File: config.mk
export PLATFORM = sky130hd
export DESIGN_NAME = rx_test_top
export DESIGN_NICKNAME = d
export VERILOG_FILES = /design/src/rx_pkg.sv /design/src/rx_frame_sync.sv /design/src/rx_fifo.sv /design/src/seq_checker.sv /design/src/period_monitor.sv /design/src/rx_test_top.sv
export SDC_FILE = /design/constraint.sdc
export NUM_CORES = 1
export LEC_CHECK = 0
export BUFFER_PORTS_ARGS = -buffer_cell sky130_fd_sc_hd__buf_2
export CORE_MARGIN = 10
export CORE_UTILIZATION = 55
export DETAILED_ROUTE_END_ITERATION = 10
export PLACE_DENSITY = 0.72
export SLEW_MARGIN = 20
export SYNTH_ARGS = -nofsm -noshare
export SYNTH_HDL_FRONTEND = slang
export SYNTH_SLANG_ARGS = --single-unit
File: constraint.sdc
create_clock -name clk -period 4.3 [get_ports clk]
set_clock_uncertainty 0.2 [all_clocks]
set_input_delay 1.075 -clock clk [delete_from_list [all_inputs] [get_ports clk]]
set_output_delay 1.075 -clock clk [all_outputs]
set_load 0.02 [all_outputs]
File: src/rx_pkg.sv
/*
  rx link shared definitions
  word format, framer and checker state encodings and the test-mode constants
  used across the receive path
*/

package rx_pkg;

  // one payload word as it travels from framer through the fifo to the consumer
  typedef struct packed {
    logic [15:0] data;  // payload value that counts up in test mode
    logic        last;  // high on the final payload word of a frame
  } rx_word_t;

  // frame hunter states
  // value 3 is not a state of this link
  typedef enum logic [2:0] {
    SYNC_IDLE   = 3'd0,  // hunting for the first header word
    SYNC_START  = 3'd1,  // first header word seen
    SYNC_RX_1_2 = 3'd2,  // header complete one cycle before payload
    SYNC_RX     = 3'd4,  // taking payload words
    SYNC_FINISH = 3'd5   // waiting for the last payload word
  } sync_state_t;

  // sequence checker states
  typedef enum logic {
    TMC_IDLE = 1'b0,  // disarmed until a fresh header
    TMC_GO   = 1'b1   // armed so every write and pop is checked
  } tmc_state_t;

  localparam logic [15:0] SYNC_WORD = 16'h7F7F;  // both header words carry this value

  // test-mode payload counts 1 .. SEQ_MAX and then wraps back to 1
  localparam logic [15:0] SEQ_MAX = 16'd252;

endpackage

File: src/rx_frame_sync.sv
/*
  rx frame sync
  hunts for the two-word sync header, tracks the frame state and hands each
  payload word to the receive fifo in the cycle it is accepted
*/

`timescale 1ns/1ps

module rx_frame_sync
  import rx_pkg::*;
#(
  parameter int PAYLOAD_LEN = 16  // payload words per frame
) (
  input  logic        clk,
  input  logic        rst,
  input  logic [15:0] in_data,     // incoming link word
  input  logic        in_valid,    // in_data holds a word
  output logic        in_ready,    // word is taken when valid and ready are both high
  input  logic        full,        // fifo cannot take another word
  output rx_word_t    wr_word,     // payload word toward the fifo
  output logic        wr_en,       // write strobe toward the fifo
  output sync_state_t sync_state   // current frame state that the checker also watches
);

  localparam int CNT_W = $clog2(PAYLOAD_LEN + 1);

  sync_state_t      state_next;
  logic [CNT_W-1:0] word_cnt;  // payload words written so far in this frame
  logic             live;      // goes high one cycle after reset is released
  logic             payload;   // state in which accepted words are payload
  logic             take;      // a word is accepted this cycle

  assign payload = (sync_state == SYNC_RX) || (sync_state == SYNC_FINISH);

  // header words are always taken while payload waits for fifo room
  // the single cycle in SYNC_RX_1_2 lets the checker arm before the first write
  assign in_ready = live && (sync_state != SYNC_RX_1_2) && !(payload && full);

  assign take  = in_valid && in_ready;
  assign wr_en = take && payload;  // words outside a frame are simply dropped

  assign wr_word = '{data: in_data, last: (sync_state == SYNC_FINISH)};  // last word flagged

  always_comb
  begin
    state_next = sync_state;
    case (sync_state)
      SYNC_IDLE:
        if (take && (in_data == SYNC_WORD))
          state_next = SYNC_START;  // possible first header word
      SYNC_START:
        if (take)
          state_next = (in_data == SYNC_WORD) ? SYNC_RX_1_2 : SYNC_IDLE;  // broken header restarts the hunt
      SYNC_RX_1_2:
        state_next = (PAYLOAD_LEN == 1) ? SYNC_FINISH : SYNC_RX;  // a one-word frame goes straight to finish
      SYNC_RX:
        if (take && (word_cnt == CNT_W'(PAYLOAD_LEN - 2)))
          state_next = SYNC_FINISH;  // next accepted word closes the frame
      SYNC_FINISH:
        if (take)
          state_next = SYNC_IDLE;  // the frame is done and the hunt for the next header starts
      default:
        state_next = SYNC_IDLE;  // unused encodings fall back to hunting
    endcase
  end

  always_ff @(posedge clk)
  begin
    if (rst)
    begin
      sync_state <= SYNC_IDLE;
      word_cnt   <= '0;
      live       <= 1'b0;
    end
    else
    begin
      sync_state <= state_next;
      live       <= 1'b1;
      if (sync_state == SYNC_RX_1_2)
        word_cnt <= '0;  // fresh count for each frame
      else if (wr_en)
        word_cnt <= word_cnt + 1'b1;
    end
  end

  // the fifo write side has no guard of its own, so a write into a full fifo would corrupt it
  a_no_write_when_full: assert property (@(posedge clk) disable iff (rst)
    wr_en |-> !full);

endmodule

File: src/rx_fifo.sv
/*
  rx fifo
  synchronous first-word-fall-through buffer between framer and consumer
  head word is presented continuously and leaves on a valid/ready pop
*/

`timescale 1ns/1ps

module rx_fifo
  import rx_pkg::*;
#(
  parameter int FIFO_DEPTH = 32  // must be a power of two
) (
  input  logic                        clk,
  input  logic                        rst,
  input  rx_word_t                    wr_word,    // word to store
  input  logic                        wr_en,      // store wr_word this cycle
  output logic                        full,       // no room for another word
  output rx_word_t                    out_word,   // head of the queue
  output logic                        out_valid,  // out_word holds a stored word
  input  logic                        out_ready,  // consumer takes the head word
  output logic [$clog2(FIFO_DEPTH):0] used        // words currently stored
);

  localparam int AW = $clog2(FIFO_DEPTH);

  rx_word_t      mem [FIFO_DEPTH];  // storage, contents are don't-care until written
  logic [AW-1:0] wr_ptr;            // next slot to write
  logic [AW-1:0] rd_ptr;            // slot holding the head word
  logic          pop;               // head word leaves this cycle

  assign full      = (used == (AW + 1)'(FIFO_DEPTH));
  assign out_valid = (used != '0);
  assign out_word  = mem[rd_ptr];  // head read straight from storage, no read latency
  assign pop       = out_valid && out_ready;

  always_ff @(posedge clk)
  begin
    if (wr_en)
      mem[wr_ptr] <= wr_word;
  end

  always_ff @(posedge clk)
  begin
    if (rst)
    begin
      wr_ptr <= '0;
      rd_ptr <= '0;
      used   <= '0;
    end
    else
    begin
      if (wr_en)
        wr_ptr <= wr_ptr + 1'b1;  // wraps on its own since depth is a power of two
      if (pop)
        rd_ptr <= rd_ptr + 1'b1;
      case ({wr_en, pop})
        2'b10:   used <= used + 1'b1;
        2'b01:   used <= used - 1'b1;
        default: used <= used;  // both or neither leaves the count alone
      endcase
    end
  end

  a_used_in_range: assert property (@(posedge clk) disable iff (rst)
    used <= (AW + 1)'(FIFO_DEPTH));

  // an offered word that is not taken stays put until the consumer takes it
  a_head_holds: assert property (@(posedge clk) disable iff (rst)
    (out_valid && !out_ready) |=> (out_valid && $stable(out_word)));

endmodule

File: src/seq_checker.sv
/*
  test-mode sequence checker
  watches writes into and pops out of the rx fifo and flags any word that breaks
  the 1 .. SEQ_MAX counting sequence, re-arming on the next complete header
*/

`timescale 1ns/1ps

module seq_checker
  import rx_pkg::*;
(
  input  logic        clk,
  input  logic        rst,
  input  sync_state_t sync_state,  // framer state that arms and disarms the checker
  input  logic        wr_en,       // fifo write strobe
  input  rx_word_t    wr_word,     // word being written
  input  logic        out_valid,   // fifo has a head word
  input  logic        out_ready,   // consumer takes it
  input  rx_word_t    out_word,    // head word
  output logic        seq_err      // one-cycle pulse on a bad write or pop
);

  tmc_state_t  tmc_state;
  tmc_state_t  tmc_next;
  sync_state_t sync_prev;   // framer state one cycle ago
  logic [15:0] exp_wr;      // value the next write must carry
  logic [15:0] last_rd;     // value of the most recent pop
  logic [15:0] exp_rd;      // value that continues the read sequence
  logic        pop;
  logic        wr_bad;
  logic        rd_bad;
  logic        err_hit;     // a checked write or pop failed this cycle
  logic        lost_frame;  // the header hunt gave up and the link lost framing

  // next value in the sequence where anything at or above the top goes back to 1
  function automatic logic [15:0] seq_step(input logic [15:0] v);
    seq_step = (v >= SEQ_MAX) ? 16'd1 : v + 16'd1;
  endfunction

  assign exp_rd = seq_step(last_rd);
  assign pop    = out_valid && out_ready;

  assign wr_bad = wr_en && (wr_word.data != exp_wr);
  // the writer starts again at 1 after a resync, so 1 is always an allowed pop
  assign rd_bad = pop && (out_word.data != exp_rd) && (out_word.data != 16'd1);

  assign err_hit    = (tmc_state == TMC_GO) && (wr_bad || rd_bad);
  assign lost_frame = (sync_state == SYNC_IDLE) && (sync_prev == SYNC_START);

  always_comb
  begin
    tmc_next = tmc_state;
    case (tmc_state)
      TMC_IDLE:
        if (sync_state == SYNC_RX_1_2)
          tmc_next = TMC_GO;  // a full header was seen and payload follows next cycle
      TMC_GO:
        if (err_hit || lost_frame)
          tmc_next = TMC_IDLE;  // wait for a fresh header before checking again
    endcase
  end

  always_ff @(posedge clk)
  begin
    if (rst)
    begin
      tmc_state <= TMC_IDLE;
      sync_prev <= SYNC_IDLE;
      exp_wr    <= 16'd1;
      last_rd   <= 16'd0;  // makes 1 the expected first pop
      seq_err   <= 1'b0;
    end
    else
    begin
      tmc_state <= tmc_next;
      sync_prev <= sync_state;
      seq_err   <= err_hit;  // state leaves TMC_GO together with this, so it is one pulse
      if (tmc_state != TMC_GO)
        exp_wr <= 16'd1;  // writer restarts its count after every resync
      else if (wr_en)
        exp_wr <= seq_step(exp_wr);
      if (pop)
        last_rd <= out_word.data;  // track pops even while disarmed
    end
  end

endmodule

File: src/period_monitor.sv
/*
  strobe period monitor
  counts cycles between rising edges of a strobe and raises late while the
  gap has grown past LIMIT
*/

`timescale 1ns/1ps

module period_monitor #(
  parameter int LIMIT = 500  // longest allowed gap between rising edges in cycles
) (
  input  logic clk,
  input  logic rst,
  input  logic strobe,  // periodic strobe under watch
  output logic late     // gap since the last edge is over LIMIT
);

  localparam int CNT_W = $clog2(LIMIT + 2);  // counter can always reach LIMIT + 1

  logic [CNT_W-1:0] gap_cnt;   // cycles since the last rising edge that saturate at all ones
  logic             strobe_d;  // strobe one cycle ago
  logic             rise;

  assign rise = strobe && !strobe_d;
  assign late = (gap_cnt > CNT_W'(LIMIT));

  always_ff @(posedge clk)
  begin
    if (rst)
    begin
      strobe_d <= 1'b0;
      gap_cnt  <= '0;
    end
    else
    begin
      strobe_d <= strobe;
      if (rise)
        gap_cnt <= '0;  // an edge starts a new period
      else if (gap_cnt != '1)
        gap_cnt <= gap_cnt + 1'b1;  // stops at all ones so late holds
    end
  end

endmodule

File: src/rx_test_top.sv
/*
  rx test-mode top level
  frame sync, receive fifo, sequence checker and two strobe monitors, with
  every error source merged onto tmc_err
*/

`timescale 1ns/1ps

module rx_test_top
  import rx_pkg::*;
#(
  parameter int PAYLOAD_LEN = 16,    // payload words per frame
  parameter int FIFO_DEPTH  = 32,    // power of two
  parameter int LR_LIMIT    = 500,   // longest lr_sync period in cycles
  parameter int XRDY_LIMIT  = 1000   // longest xrdy period in cycles
) (
  input  logic                        clk,
  input  logic                        rst,
  input  logic [15:0]                 in_data,
  input  logic                        in_valid,
  output logic                        in_ready,
  output rx_word_t                    out_word,
  output logic                        out_valid,
  input  logic                        out_ready,
  input  logic                        lr_sync,     // audio left/right sync strobe
  input  logic                        xrdy,        // codec-ready strobe
  output logic                        tmc_err,     // any test-mode failure
  output sync_state_t                 sync_state,
  output logic [$clog2(FIFO_DEPTH):0] used
);

  rx_word_t wr_word;
  logic     wr_en;
  logic     full;
  logic     seq_err;
  logic     lr_late;
  logic     xrdy_late;

  assign tmc_err = seq_err || lr_late || xrdy_late;

  rx_frame_sync #(
    .PAYLOAD_LEN (PAYLOAD_LEN)
  ) rx_frame_sync_inst (
    .clk        (clk),
    .rst        (rst),
    .in_data    (in_data),
    .in_valid   (in_valid),
    .in_ready   (in_ready),
    .full       (full),
    .wr_word    (wr_word),
    .wr_en      (wr_en),
    .sync_state (sync_state)
  );

  rx_fifo #(
    .FIFO_DEPTH (FIFO_DEPTH)
  ) rx_fifo_inst (
    .clk       (clk),
    .rst       (rst),
    .wr_word   (wr_word),
    .wr_en     (wr_en),
    .full      (full),
    .out_word  (out_word),
    .out_valid (out_valid),
    .out_ready (out_ready),
    .used      (used)
  );

  seq_checker seq_checker_inst (
    .clk        (clk),
    .rst        (rst),
    .sync_state (sync_state),
    .wr_en      (wr_en),
    .wr_word    (wr_word),
    .out_valid  (out_valid),
    .out_ready  (out_ready),
    .out_word   (out_word),
    .seq_err    (seq_err)
  );

  period_monitor #(.LIMIT (LR_LIMIT)) lr_mon (
    .clk    (clk),
    .rst    (rst),
    .strobe (lr_sync),
    .late   (lr_late)
  );

  period_monitor #(.LIMIT (XRDY_LIMIT)) xrdy_mon (
    .clk    (clk),
    .rst    (rst),
    .strobe (xrdy),
    .late   (xrdy_late)
  );

endmodule

==> results of run 1 <==
==> worst min-delay path by stage <==
stage	endpoint	slack, ns
2_1_floorplan	flip-flop	0.27
6_report	seq_checker_inst.last_rd[10]	0.31
3_3_place_gp	lr_mon.gap_cnt[7]	0.29
3_5_place_dp	seq_checker_inst.last_rd[10]	0.29
4_1_cts	seq_checker_inst.last_rd[10]	0.30
5_1_grt	seq_checker_inst.last_rd[8]	0.33
==> cell families after synthesis <==
kind of cell / Yosys count / synth area share
xor+xnor: 59 / 0.02034
buf+inv: 105 / 0.01935
fa+ha+maj: 22 / 0.01113
simple gates: 346 / 0.06269
flops: 632 / 0.7122
mux: 209 / 0.1332
compound gates: 153 / 0.04102
==> metrics by stage <==
step | worst slack (ns) | area (um2) | power [W] | hold WS [ns]
final | 0.08122 | 29230 | 0.01209 | 0.3081
after global placement | 0.3997 | 27070 | 0.006902 | 0.2881
after detailed placement | 0.3685 | 27070 | 0.006909 | 0.2949
after CTS | 0.03642 | 29150 | 0.01216 | 0.3037
after global routing | 0.006763 | 29230 | 0.01243 | 0.3313
after floorplan | 0.06666 | 25410 | 0.006806 | 0.2678
==> timing repair <==
item	4_1_cts	5_1_grt
resized for setup	3	0
buffers inserted	7	7
hold endpoints to repair	0	0
setup endpoints to repair	13	2
pin swaps	1	0
==> Yosys cell counts, drive strengths merged (21+ instances only) <==
cell | number | share of area
edfxtp | 544 | 0.64
nor2 | 140 | 0.021
mux4 | 100 | 0.090
mux2i | 96 | 0.038
dfxtp | 88 | 0.069
nand2 | 76 | 0.011
xor2 | 44 | 0.015
buf | 40 | 0.0097
a21oi | 37 | 0.0073
inv | 35 | 0.0052
nand3 | 29 | 0.0057
clkbuf | 28 | 0.0041
ha | 21 | 0.010
==> final cells by class <==
| type | count | area [um2] |
|---|---|---|
| inverters | 37 | 140.1 |
| clock buffers | 85 | 1744 |
| well taps | 600 | 750.7 |
| fillers | 3077 | 16350 |
| flip-flops and latches | 632 | 18110 |
| multi-input cells | 789 | 6908 |
| clock inverters | 34 | 247.7 |
| repair buffers | 163 | 1324 |
==> routing by layer <==
| metal | vias up | wire [um] |
|---|---|---|
| met5 | - | 0 |
| met4 | 0 | 3037 |
| met3 | 174 | 5985 |
| met2 | 833 | 30980 |
| met1 | 7558 | 25660 |
| li1 | 6290 | - |
==> state kept, by name, indices dropped and copies added (netlist names), 3 cells and up, named ones only <==
| register | cells |
|---|---|
| rx_fifo_inst.used | 6 |
| xrdy_mon.gap_cnt | 10 |
| rx_frame_sync_inst.sync_state | 3 |
| seq_checker_inst.sync_prev | 3 |
| seq_checker_inst.exp_wr | 16 |
| lr_mon.gap_cnt | 9 |
| rx_frame_sync_inst.word_cnt | 5 |
| rx_fifo_inst.mem | 544 |
| seq_checker_inst.last_rd | 16 |
| rx_fifo_inst.rd_ptr | 5 |
| rx_fifo_inst.wr_ptr | 5 |
==> report_power, final <==
| part | switching (W) | internal, W | leakage, nW |
|---|---|---|---|
| combinational | 0.000110 | 0.0000234 | 2.93 |
| sequential | 0.00000295 | 0.00664 | 5.69 |
| clock | 0.00230 | 0.00301 | 0.977 |
| total | 0.00241 | 0.00967 | 9.59 |
==> worst min-delay path, cell delays in order, from the launching register on <==
cell and delay (ns):
dfxtp_1 0.31, nor2_1 0.10, a211oi_1 0.05
==> reports/results.ini, run 1 <==
[outcome]
status=completed

[floorplanning]
initial_core_util=0.5575
die_area_um2=55200
io_pins=51
die_x_um=234.9
core_um2=45580
num_rows=78
die_h_um=234.9

[finish]
final_core_util=0.6413
area_growth_syn_to_layout_pct=15.02
final_common_cell=edfxtp_1
drive_above_1_share=0.2322
final_cells=2340
nets=1733
final_cell_mix=edfxtp_1 (544), nor2_1 (107), mux2i_1 (96)
diodes=0

[routing]
drc=0
detail-route-antenna-nets=0
num_vias=14860
firstDrtPassIters=5
drt_iter0_markers=2062
avgViaCountPerCell=6.348
wirelength_um=65670
wl_per_cell_um=28.06

[placed_design]
dp_hpwl_um=40950
port_buffers=50
gp_congestion=0.8961
dp.cells=2207

[sta]
rsz0062_at_grt=false
fmax_ghz=0.2370
period_minus_slack_ns=4.219
hold_viol=0
drv_slew=0
finalCritPeriodShare=0.9811
setup_viol=0
fin_tns_setup_ns=0
tightest_slew_ns=0.9650
relSlewSlack=0.3537

[critical_path]
worstSetupPathDepth=5
cp_num_buf_inv=2
critPathMaxStageDelay_ns=0.62
arrival_ns=2.94
crit_chain=buf_12, mux4_2, mux4_2, mux2_2, buf_2
end_kind=output port
timing.rr.end=seq_checker_inst.tmc_state
worstSetupEndpoint=out_word[0]
cp_common_cell=mux4_2
crit_slowest_cell=dfxtp_4
crit_path_max_fanout=21
cp_data_required_time_ns=3.02
reg2reg_slack_ns=0.56
crit_type=flip-flop to output port
start_kind=flip-flop
rr_worst_depth=10
cpLargestDelayFamily=multiplexers

[global_route]
grt_antenna_before_repair=0
grt_start_max_net_pins=47
track_usage=0.2337
grt_pass1_vias=14550
overflow=0
grt_first_pass_wirelength_um=96290
use_met2=0.3646
grt_use_met3=0.04675
grt-busiest-layer=met2
grtUsageMet1=0.3113

[cts]
numCtsBuffers=66
clockBufferDepth=3
htreeDepth=3
ctsHoldBuffers=0
cts_root_buf=clkbuf_16
path_clk_slew_ns=0.06
clock_sinks=632
cts_tree=yes
clk_latency_ns=0.60

[logic_synthesis]
ys_ff_latch=632
synth.cell_area_um2=25410
ys.flop_type=edfxtp_1
synth_edf_count=544
syn-num-nets=1570
async_flop_share=0
synth.distinct_cells=68
avgSynthCellArea_um2=16.65
synth_cells=1526
ys_seq_area_frac=0.7122
yosys_warnings=0

[hold_path]
hold_start=seq_checker_inst.last_rd[10]
hp-class=flip-flop to flip-flop
hold_path_depth=2

[power]
cellLeakagePower_nw=9.590
power_density_nw_per_um2=413.5
ir_drop_mv=0.3743

[run]
drv_cap=0

Power figures use the tool's default switching activity.
==> inputs of run 2 (changes only) <==
SETUP_SLACK_MARGIN = 0.2   (was not set)
==> run 2 against run 1 <==
Via count grew 0.16%. Count of clock-buffer cells in the layout is 9 lower. Die area stayed put. Sequential share of layout area fell by 1.0 points. Register-to-register slack worse by 0.07 ns. Worst setup slack gained 0.084 ns. Non-clock buffer count increased by 17. Global-route usage barely moved.
==> reports/results.ini, run 2 (synthesized netlist as in run 1, its figures left out) <==
[routing]
wirelength_um=66190  ; +0.79%
drt_iter0_markers=1887  ; -8.5%
detail-route-antenna-nets=0  ; unchanged
num_vias=14880  ; +0.16%
avgViaCountPerCell=6.321  ; -0.43%
drc=0  ; unchanged
wl_per_cell_um=28.12  ; +0.19%
firstDrtPassIters=5  ; unchanged

[sta]
fmax_ghz=0.2419  ; +2.0%
setup_viol=0  ; unchanged
rsz0062_at_grt=true
tightest_slew_ns=0.7801  ; -0.1849 ns
relSlewSlack=0.4765  ; +0.1228
finalCritPeriodShare=0.9616  ; -0.01955
period_minus_slack_ns=4.135  ; -0.08408 ns
fin_tns_setup_ns=0  ; unchanged
hold_viol=0  ; unchanged
drv_slew=0  ; unchanged

[cts]
clock_sinks=632  ; unchanged
clk_latency_ns=0.64  ; +0.04 ns
cts_root_buf=clkbuf_16
cts_tree=yes
clockBufferDepth=3  ; unchanged
numCtsBuffers=61  ; -7.6%
htreeDepth=2  ; -1
path_clk_slew_ns=0.07  ; about the same

[floorplanning]
die_h_um=234.9  ; unchanged
die_area_um2=55200  ; unchanged
num_rows=78  ; unchanged
initial_core_util=0.5575  ; unchanged
core_um2=45580  ; unchanged
die_x_um=234.9  ; unchanged
io_pins=51  ; unchanged

[finish]
nets=1745  ; +0.69%
diodes=0  ; unchanged
reg_top3=rx_fifo_inst.mem: 544 flops, seq_checker_inst.exp_wr: 16 flops, seq_checker_inst.last_rd: 16 flops
design_area_um2=29710  ; +1.7%
num-fill-cells=3013  ; -2.1%
multi_input_area_um2=7033  ; +1.8%
area_growth_syn_to_layout_pct=16.94
final_cell_mix=edfxtp_1 (544), nor2_1 (100), buf_4 (99)
drive_above_1_share=0.2577  ; +0.02551
final_common_cell=edfxtp_1
top_register=rx_fifo_inst.mem
regArea_um2=18110  ; unchanged
largest_reg_flops=544  ; unchanged

[power]
cellLeakagePower_nw=9.742  ; +1.6%
power_density_nw_per_um2=411.7  ; -0.45%
finalPower_w=0.01223  ; +1.2%
ir_drop_mv=0.3762  ; +0.51%

[placed_design]
dp_hpwl_um=40600  ; -0.85%
gp_congestion=0.8540  ; -4.7%
place_area_um2=26930  ; -0.53%
port_buffers=50  ; unchanged

[global_route]
overflow=0  ; unchanged
grt_first_pass_wirelength_um=96970  ; +0.71%
track_usage=0.2340  ; +0.0003079
grt_pass1_vias=14830  ; +2.0%
grt_antenna_before_repair=0  ; unchanged
grt_start_max_net_pins=43  ; -8.5%

[critical_path]
start_kind=flip-flop
crit_path_max_fanout=17  ; -19%
end_kind=output port
cp_data_required_time_ns=3.02  ; about the same
crit_type=flip-flop to output port
arrival_ns=2.86  ; -0.08 ns

[run]
drv_cap=0  ; unchanged

[hold_path]
hp-class=flip-flop to flip-flop

[outcome]
status=completed

## run 2: cell type report
cell class	count	area share
Inverter	37	0.004800
Timing Repair Buffer	180	0.05470
Multi-Input combinational cell	789	0.2367
Sequential cell	632	0.6095
Clock buffer	76	0.05394
Tap cell	600	0.02526
Clock inverter	40	0.01507
## run 2: power by group
| group | switching [W] | leakage [nW] | internal, W |
|---|---|---|---|
| logic | 0.000112 | 3.07 | 0.0000251 |
| registers | 0.00000315 | 5.69 | 0.00664 |
| clock network | 0.00231 | 0.989 | 0.00314 |
| total | 0.00243 | 9.74 | 0.00981 |
## run 2: worst max-delay path: stages, from the launching register on
cell,delay (ns)
dfxtp_4,0.48
buf_4,0.18
buf_16,0.16
mux4_2,0.50
nand2_1,0.08
a21oi_1,0.08
nor4_1,0.33
buf_4,0.22
inv_1,0.04
buf_2,0.15
## run 2: timing repair
| item | in CTS | in global routing |
|---|---|---|
| gates cloned | 3 | 1 |
| setup endpoints to repair | 17 | 14 |
| pin swaps | 9 | 7 |
| buffers inserted | 25 | 16 |
| hold buffers | 0 | 0 |
| resized for setup | 41 | 22 |
## run 2: worst paths after layout
| check | start | to | slack (ns) | depth (start not counted) |
|---|---|---|---|---|
| worst max-delay path | flip-flop | out_word[13] | 0.17 | 9 |
| worst min-delay path | seq_checker_inst.last_rd[9] | seq_checker_inst.last_rd[9] | 0.31 | 2 |
| worst max register to register | flip-flop | seq_checker_inst.tmc_state | 0.49 | 12 |
| worst min register to register | seq_checker_inst.last_rd[9] | seq_checker_inst.last_rd[9] | 0.31 | 2 |
## run 2: per-layer routing
layer | part of all wire | GRT usage | vias up
met1 | 0.37 | 0.3026 | 7534
li1 | - | - | 6320
met3 | 0.10 | 0.05153 | 140
met5 | 0 | 0 | -
met2 | 0.49 | 0.3792 | 885
met4 | 0.039 | 0.09435 | 0
## run 2: per-stage QoR
stage	setup WS, ns	instances	hold slack (ns)	utilization
after global placement	0.3399	2193	0.2839	0.5909
after detailed placement	0.3730	2193	0.2974	0.5909
after floorplan	0.1370	1526	0.2678	-
after CTS	0.1911	2337	0.3083	0.6470
after global routing	0.09847	2354	0.3357	0.6520
final	0.1653	2354	0.3106	0.6520
